**config.mk**
```make
export PLATFORM = sky130hd
export DESIGN_NAME = vred_top
export DESIGN_NICKNAME = d
export VERILOG_FILES = /design/src/vred_isa_pkg.sv /design/src/vred_data_pkg.sv /design/src/vred_decoder.sv /design/src/vred_reduction_unit.sv /design/src/vred_sequencer.sv /design/src/vred_top.sv
export VERILOG_INCLUDE_DIRS = /design/src /design/src/include
export SDC_FILE = /design/constraint.sdc
export NUM_CORES = 2
export LEC_CHECK = 0
export ABC_CLOCK_PERIOD_IN_PS = 28900
export BUFFER_PORTS_ARGS = -buffer_cell sky130_fd_sc_hd__buf_2
export CORE_ASPECT_RATIO = 0.8
export CORE_UTILIZATION = 55
export CTS_CLUSTER_SIZE = 40
export DETAILED_ROUTE_END_ITERATION = 8
export PLACE_DENSITY = 0.77
export SYNTH_ARGS = -nofsm -noshare
export SYNTH_HDL_FRONTEND = slang
export SYNTH_HIERARCHICAL = 1
export SYNTH_SLANG_ARGS = --single-unit
```
**constraint.sdc**
```tcl
create_clock -name clk -period 28.9 [get_ports clk]
set_clock_uncertainty 0.1 [all_clocks]
set_input_delay 4.335 -clock clk [delete_from_list [all_inputs] [get_ports clk]]
set_output_delay 4.335 -clock clk [all_outputs]
set_load 0.1 [all_outputs]
```
**src/include/vred_settings.svh**
```systemverilog
`ifndef VRED_SETTINGS_SVH
`define VRED_SETTINGS_SVH

// ------------------------------
// Reduction engine sizing
// ------------------------------

`define VRED_LANES   4    // Lanes folded per cycle
`define VRED_MAX_VL  16   // Elements in one vs2 register
`define VRED_WORD_W  32   // SEW fixed at 32

`endif

```
**src/vred_isa_pkg.sv**
```systemverilog
package vred_isa_pkg;

    // ------------------------------
    // Fixed ISA encodings
    // ------------------------------
    localparam logic [6:0] OPC_OPV  = 7'b1010111;   // OP-V major opcode
    localparam logic [2:0] F3_OPMVV = 3'b010;       // Integer vector-vector, mask/red group

    // funct6 for single-width integer reductions
    localparam logic [5:0] F6_VREDSUM  = 6'b000000;
    localparam logic [5:0] F6_VREDAND  = 6'b000001;
    localparam logic [5:0] F6_VREDOR   = 6'b000010;
    localparam logic [5:0] F6_VREDXOR  = 6'b000011;
    localparam logic [5:0] F6_VREDMINU = 6'b000100;
    localparam logic [5:0] F6_VREDMIN  = 6'b000101;
    localparam logic [5:0] F6_VREDMAXU = 6'b000110;
    localparam logic [5:0] F6_VREDMAX  = 6'b000111;

    // Reduction kind, signedness is carried beside it
    typedef enum logic [2:0] {
        RED_SUM,
        RED_AND,
        RED_OR,
        RED_XOR,
        RED_MIN,
        RED_MAX
    } redop_t;

    typedef struct packed {
        logic [5:0] funct6;
        logic       vm;       // 0 means masked by v0
        logic [4:0] vs2;
        logic [4:0] vs1;
        logic [2:0] funct3;
        logic [4:0] vd;
        logic [6:0] opcode;
    } opmvv_fields_t;

    // Same 32-bit word, raw or split into OPMVV fields
    typedef union packed {
        logic [31:0]   raw;
        opmvv_fields_t f;
    } vinstr_u;

endpackage

```
**src/vred_data_pkg.sv**
```systemverilog
`include "vred_settings.svh"

package vred_data_pkg;

    typedef logic [`VRED_WORD_W-1:0] word_t;
    typedef word_t [`VRED_LANES-1:0] lane_group_t;   // One group per cycle

    // Captured whole on an accepted start
    typedef struct packed {
        vred_isa_pkg::vinstr_u                instr;
        logic [$clog2(`VRED_MAX_VL+1)-1:0]    vl;     // 0 to MAX_VL elements
        word_t                                seed;   // vs1[0]
        logic [`VRED_MAX_VL-1:0]              mask;   // v0
        word_t [`VRED_MAX_VL-1:0]             vs2;
    } red_req_t;

    // Decoded control, shared by sequencer and reduction unit
    typedef struct packed {
        vred_isa_pkg::redop_t op;
        logic                 is_unsigned;   // Only meaningful for min/max
        logic                 mask_en;
        logic                 illegal;
    } red_ctrl_t;

    typedef struct packed {
        word_t result;
        logic  illegal;
    } red_rsp_t;

endpackage

```
**src/vred_decoder.sv**
```systemverilog
`timescale 1ns/1ps

module vred_decoder (
    input  vred_isa_pkg::vinstr_u   instr,
    output vred_data_pkg::red_ctrl_t ctrl
);

    import vred_isa_pkg::*;

    // ------------------------------
    // OPMVV reduction decode
    // ------------------------------
    always_comb begin
        ctrl.op          = RED_SUM;
        ctrl.is_unsigned = 1'b0;
        ctrl.mask_en     = ~instr.f.vm;     // vm=0 selects v0 masking
        ctrl.illegal     = 1'b1;            // Cleared only on a known reduction

        if (instr.f.opcode == OPC_OPV && instr.f.funct3 == F3_OPMVV) begin
            ctrl.illegal = 1'b0;
            case (instr.f.funct6)
                F6_VREDSUM:  ctrl.op = RED_SUM;
                F6_VREDAND:  ctrl.op = RED_AND;
                F6_VREDOR:   ctrl.op = RED_OR;
                F6_VREDXOR:  ctrl.op = RED_XOR;
                F6_VREDMINU: begin
                    ctrl.op          = RED_MIN;
                    ctrl.is_unsigned = 1'b1;
                end
                F6_VREDMIN:  ctrl.op = RED_MIN;
                F6_VREDMAXU: begin
                    ctrl.op          = RED_MAX;
                    ctrl.is_unsigned = 1'b1;
                end
                F6_VREDMAX:  ctrl.op = RED_MAX;
                default:     ctrl.illegal = 1'b1;   // Other OPMVV ops not handled here
            endcase
        end
    end

    // A legal word gives a real op and the raw view agrees it is an OPMVV reduction
    always_comb begin
        if (!ctrl.illegal) begin
            assert (ctrl.op inside {RED_SUM, RED_AND, RED_OR, RED_XOR, RED_MIN, RED_MAX}
                    && instr.raw[6:0] == OPC_OPV && instr.raw[14:12] == F3_OPMVV
                    && instr.raw[31:29] == 3'b000)
                else $error("decoder passed a word outside the OPMVV reductions");
        end
    end

endmodule

```
**src/vred_reduction_unit.sv**
```systemverilog
`timescale 1ns/1ps

`include "vred_settings.svh"

module vred_reduction_unit (
    input  vred_data_pkg::red_ctrl_t   ctrl,
    input  vred_data_pkg::lane_group_t lanes,
    input  logic [`VRED_LANES-1:0]     lane_en,
    input  vred_data_pkg::word_t       acc,
    output vred_data_pkg::word_t       acc_next
);

    import vred_isa_pkg::*;
    import vred_data_pkg::*;

    localparam int LANES = `VRED_LANES;
    localparam int W     = `VRED_WORD_W;

    word_t       pad;        // Identity of the current op
    lane_group_t lanes_m;    // Lanes after padding
    word_t [1:0] pair;       // First tree level
    word_t       tree;

    // One two-input step of the reduction
    function automatic word_t combine(
        input redop_t op,
        input logic   uns,
        input word_t  a,
        input word_t  b
    );
        word_t r;
        logic  a_lt_b;
        a_lt_b = uns ? (a < b) : ($signed(a) < $signed(b));
        case (op)
            RED_SUM: r = a + b;
            RED_AND: r = a & b;
            RED_OR:  r = a | b;
            RED_XOR: r = a ^ b;
            RED_MIN: r = a_lt_b ? a : b;
            RED_MAX: r = a_lt_b ? b : a;
            default: r = a;   // Keep left operand
        endcase
        return r;
    endfunction

    // ------------------------------
    // Identity pad
    // ------------------------------
    always_comb begin
        case (ctrl.op)
            RED_AND: pad = '1;
            RED_MIN: pad = ctrl.is_unsigned ? '1 : {1'b0, {(W-1){1'b1}}};   // Max value
            RED_MAX: pad = ctrl.is_unsigned ? '0 : {1'b1, {(W-1){1'b0}}};   // Min value
            default: pad = '0;                                              // Sum, or, xor
        endcase
    end

    // Disabled lanes drop out by taking the identity
    always_comb begin
        for (int i = 0; i < LANES; i++) begin
            lanes_m[i] = lane_en[i] ? lanes[i] : pad;
        end
    end

    // ------------------------------
    // Pairwise tree, then fold into acc
    // ------------------------------
    always_comb begin
        pair[0]  = combine(ctrl.op, ctrl.is_unsigned, lanes_m[0], lanes_m[1]);
        pair[1]  = combine(ctrl.op, ctrl.is_unsigned, lanes_m[2], lanes_m[3]);
        tree     = combine(ctrl.op, ctrl.is_unsigned, pair[0], pair[1]);
        acc_next = combine(ctrl.op, ctrl.is_unsigned, acc, tree);
    end

endmodule

```
**src/vred_sequencer.sv**
```systemverilog
`timescale 1ns/1ps

`include "vred_settings.svh"

module vred_sequencer (
    input  logic                       clk,
    input  logic                       rst_n,
    input  logic                       start,
    input  vred_data_pkg::red_req_t    req,
    input  vred_data_pkg::red_ctrl_t   ctrl,
    input  vred_data_pkg::word_t       acc_next,
    output vred_isa_pkg::vinstr_u      instr,
    output vred_data_pkg::lane_group_t lanes,
    output logic [`VRED_LANES-1:0]     lane_en,
    output vred_data_pkg::word_t       acc,
    output logic                       busy,
    output logic                       done,
    output vred_data_pkg::red_rsp_t    rsp
);

    import vred_data_pkg::*;

    localparam int LANES  = `VRED_LANES;
    localparam int MAX_VL = `VRED_MAX_VL;
    localparam int IDX_W  = $clog2(MAX_VL);          // Element index
    localparam int VL_W   = $clog2(MAX_VL + 1);
    localparam int GRP_W  = $clog2(MAX_VL / LANES);  // Group counter
    localparam int LANE_W = $clog2(LANES);

    red_req_t         req_q;     // Held request
    logic             run_q;     // Groups still to fold
    logic             done_q;
    logic [GRP_W-1:0] grp_q;     // Group being folded
    word_t            acc_q;
    red_rsp_t         rsp_q;
    logic             accept;
    logic [VL_W-1:0]  next_base; // First element of the following group
    logic             last_grp;

    assign accept = start && !busy;

    // Port word is forwarded in the accept cycle, so an illegal word finishes at once
    assign instr.raw = accept ? req.instr.raw : req_q.instr.raw;

    assign next_base = VL_W'({grp_q, {LANE_W{1'b0}}}) + VL_W'(LANES);
    assign last_grp  = (next_base >= req_q.vl);   // vl of 0 still takes one group

    // ------------------------------
    // Lane select and enables
    // ------------------------------
    always_comb begin
        logic [IDX_W-1:0] elem;
        for (int i = 0; i < LANES; i++) begin
            elem       = {grp_q, LANE_W'(i)};
            lanes[i]   = req_q.vs2[elem];
            lane_en[i] = (VL_W'(elem) < req_q.vl) && (!ctrl.mask_en || req_q.mask[elem]);
        end
    end

    // Payload, no reset
    always_ff @(posedge clk) begin
        if (accept) begin
            req_q <= req;
            acc_q <= req.seed;           // Fold starts from vs1[0]
        end else if (run_q) begin
            acc_q <= acc_next;
        end
    end

    // ------------------------------
    // Control
    // ------------------------------
    always_ff @(posedge clk) begin
        if (!rst_n) begin
            run_q  <= 1'b0;
            done_q <= 1'b0;
            grp_q  <= '0;
            rsp_q  <= '0;
        end else begin
            done_q <= 1'b0;                                    // Single-cycle pulse
            if (accept) begin
                grp_q <= '0;
                if (ctrl.illegal) begin
                    done_q <= 1'b1;                            // Skip the walk
                    rsp_q  <= '{result: req.seed, illegal: 1'b1};
                end else begin
                    run_q <= 1'b1;
                end
            end else if (run_q) begin
                grp_q <= grp_q + GRP_W'(1);
                if (last_grp) begin
                    run_q  <= 1'b0;
                    done_q <= 1'b1;
                    rsp_q  <= '{result: acc_next, illegal: 1'b0};
                end
            end
        end
    end

    assign busy = run_q | done_q;   // Covers the done cycle too
    assign done = done_q;
    assign acc  = acc_q;
    assign rsp  = rsp_q;

    // Done is a strobe, never a level
    a_done_pulse: assert property (@(posedge clk) disable iff (!rst_n)
        done |=> !done);

    // A start that lands while busy must not restart the walk
    a_start_busy: assert property (@(posedge clk) disable iff (!rst_n)
        (start && busy) |=> grp_q == ($past(run_q) ? $past(grp_q) + GRP_W'(1) : $past(grp_q)));

endmodule

```
**src/vred_top.sv**
```systemverilog
`timescale 1ns/1ps

`include "vred_settings.svh"

module vred_top (
    input  logic                    clk,
    input  logic                    rst_n,
    input  logic                    start,
    input  vred_data_pkg::red_req_t req,
    output logic                    busy,
    output logic                    done,
    output vred_data_pkg::red_rsp_t rsp
);

    import vred_isa_pkg::*;
    import vred_data_pkg::*;

    // ------------------------------
    // Internal wires
    // ------------------------------
    vinstr_u                 instr;      // Word under decode
    red_ctrl_t               ctrl;
    lane_group_t             lanes;
    logic [`VRED_LANES-1:0]  lane_en;
    word_t                   acc;
    word_t                   acc_next;   // Combinational fold result

    vred_sequencer u_seq (
        .clk      (clk),
        .rst_n    (rst_n),
        .start    (start),
        .req      (req),
        .ctrl     (ctrl),
        .acc_next (acc_next),
        .instr    (instr),
        .lanes    (lanes),
        .lane_en  (lane_en),
        .acc      (acc),
        .busy     (busy),
        .done     (done),
        .rsp      (rsp)
    );

    vred_decoder u_dec (
        .instr (instr),
        .ctrl  (ctrl)
    );

    // Cross-lane fold, one group per cycle
    vred_reduction_unit u_red (
        .ctrl     (ctrl),
        .lanes    (lanes),
        .lane_en  (lane_en),
        .acc      (acc),
        .acc_next (acc_next)
    );

endmodule

```
==> qor.txt <==
number of global-route vias before repair -> 34,500
1st-pass router iterations -> 7
RSZ-0062 raised after global routing -> false
clk root buf -> clkbuf_16
detailed-route DRC error count -> 0
total core area -> 0.0791 mm^2
Worst Path Required -> 29.38 ns
final worst path period share -> 0.764
Die ar. -> 0.0813 mm^2
Final Slew Violations -> 0
VDD IR-drop max -> 0.113 mV
WS Path Type -> input port to flop
final cell count without fillers -> 5,701
Area Overhead vs Synth -> 12.8%
grt total ovfl -> 0
Final Hold Viols -> 0
Synth Warn # -> 6
Post-CTS Setup Bufs -> 0
post-CTS sizing -> 0
initial antenna violation count -> 11
worst path arrival time -> 22.56 ns
Worst-path clk slew -> 0.06 ns
Final ANT Viol Nets -> 0
Worst Max-Slew Pin Slew -> 1.37 ns
Port Buffers -> 619
CTS Buffer Depth -> 3
DR top layer -> met5
Most common cell on crit path -> buf_4
Syn Nets -> 5,165
count of final setup violators -> 0
crit path launch type -> input port
placed cell count -> 5,583
synthesized area per cell -> 10.6 um^2
wl on met1 -> 56,500 um
f_max -> 45.3 MHz
leakage power -> 21.0 nW
first-pass GRT wire length -> 213,000 um
Rows -> 92
NumNets Final -> 5,605
Hold-fix buffers, CTS -> 0
Slew HR -> 0.0826
setup TNS -> 0 ns
Pwr Density -> 94.6 mW/mm^2
largest net degree at the start of global routing -> 211
Post-Syn Area -> 0.0441 mm^2
crit path capture type -> flop
Die W -> 318 um
H-tree levels -> 2
I/O pin count -> 635
CTS tree -> built
WL/cell -> 25.6 um
Max Fanout on Critical Path -> 133
Hold Slack -> 0.357 ns
CP peak stage delay -> 1.14 ns
Clock Sinks -> 619
GP Congestion -> 1.04
Initial Util -> 0.557
ratio of cells with drive above 1 in the final layout -> 0.225
via count of the routed design -> 36,900
vias per cell -> 6.48
Final Critical Period -> 22.09 ns
Routed WL -> 146,000 um
First DRT Iteration DRCs -> 5,656
overall routing resource usage -> 0.347
Num CTS Buffers -> 59
Post-DP HPWL -> 107,000 um
Hold Crit Class -> flop to flop
met2 wire len -> 66,400 um
CP max stage cell -> o32ai_1
clk_lat worst skew -> 0.65 ns
status -> complete, no violations
synthesized instance count -> 4,170
chip height -> 255 um
Max-cap violations -> 0
WL met3 -> 17,200 um
[routing by layer]
layer	vias to the layer above	global-route usage
met5	-	0
met4	2	0.137
met3	324	0.0817
met2	2388	0.548
met1	17700	0.463
li1	16600	-
[final timing paths]
check                           slack (ns)  depth (start not counted)       endpoint          start
worst max register to register       10.06                         51  u_seq/rsp[25]    u_seq/run_q
worst max-delay path                  6.81                         52  u_seq/rsp[25]          start
worst min-delay path                  0.36                          2  u_seq/rsp[14]  u_seq/rsp[14]
worst min register to register        0.36                          2  u_seq/rsp[14]  u_seq/rsp[14]
[critical path: cells and delay by family]
family | cells | cell delay [ns]
XOR/XNOR | 1 | 0.38
buffers and inverters | 8 | 3.28
AND/OR/NAND/NOR | 20 | 6.49
AO/OA/AOI/OAI | 17 | 5.62
multiplexers | 3 | 0.81
adder cells (fa/ha/maj) | 3 | 1.37
[layout by cell type (no fill, tap or decap), types with 16 or more instances in the layout]
| cell type | count |
|---|---|
| o22ai_1 | 27 |
| a221oi_1 | 25 |
| nand2_1 | 241 |
| o221ai_1 | 33 |
| mux2i_1 | 68 |
| inv_1 | 316 |
| xnor2_1 | 72 |
| o211ai_1 | 49 |
| nand2b_1 | 32 |
| a21oi_1 | 272 |
| o221a_2 | 20 |
| o21a_1 | 23 |
| edfxtp_1 | 582 |
| a222oi_1 | 28 |
| ha_1 | 391 |
| a21boi_0 | 21 |
| nor2b_1 | 30 |
| nor2_1 | 256 |
| nor3_1 | 46 |
| o31ai_1 | 16 |
| a22oi_1 | 72 |
| o21bai_1 | 21 |
| nor4_1 | 18 |
| buf_2 | 619 |
| clkbuf_16 | 59 |
| a21o_1 | 178 |
| dfxtp_1 | 35 |
| nand3_1 | 53 |
| a22o_1 | 49 |
| mux4_2 | 134 |
| o21ai_0 | 309 |
| xor2_1 | 27 |
| a211oi_1 | 44 |
| mux2_2 | 48 |
| buf_4 | 62 |
| a31oi_1 | 27 |
[sequential cells by signal, indices dropped and copies added (netlist names)]
| signal | flops |
|---|---|
| u_seq/req_q | 550 |
| u_seq/rsp | 33 |
| u_seq/acc | 32 |
| u_seq/grp_q | 2 |
| u_seq/done | 1 |
| u_seq/run_q | 1 |
[metrics by stage]
stage                     total power, mW  setup slack [ns]   util  instance area, um^2
after detailed placement             3.87              6.90  0.604                47800
after global placement               3.82              7.08  0.604                47800
after floorplan                      3.22              9.70      -                44100
after global routing                 4.96              6.36  0.628                49700
final                                4.70              6.81  0.629                49700
after CTS                            4.64              7.55  0.628                49700
[area by class of cell]
type	instances	area [um^2]
inverters	321	1200
multi-input cells	2923	23400
clock buffers	72	1540
repair buffers	686	3660
well taps	1034	1290
diodes	12	30.0
clock inverters	34	344
flip-flops and latches	619	18200
fillers	6280	29400
[report_power, final]
part	total (mW)	switching, mW	leakage [nW]	internal, mW
registers	1.16	0.0506	5.91	1.11
logic	2.78	1.67	14.2	1.11
clock network	0.761	0.338	0.912	0.423
total	4.70	2.05	21.0	2.65
No activity file was read; power rests on OpenSTA's default activity.
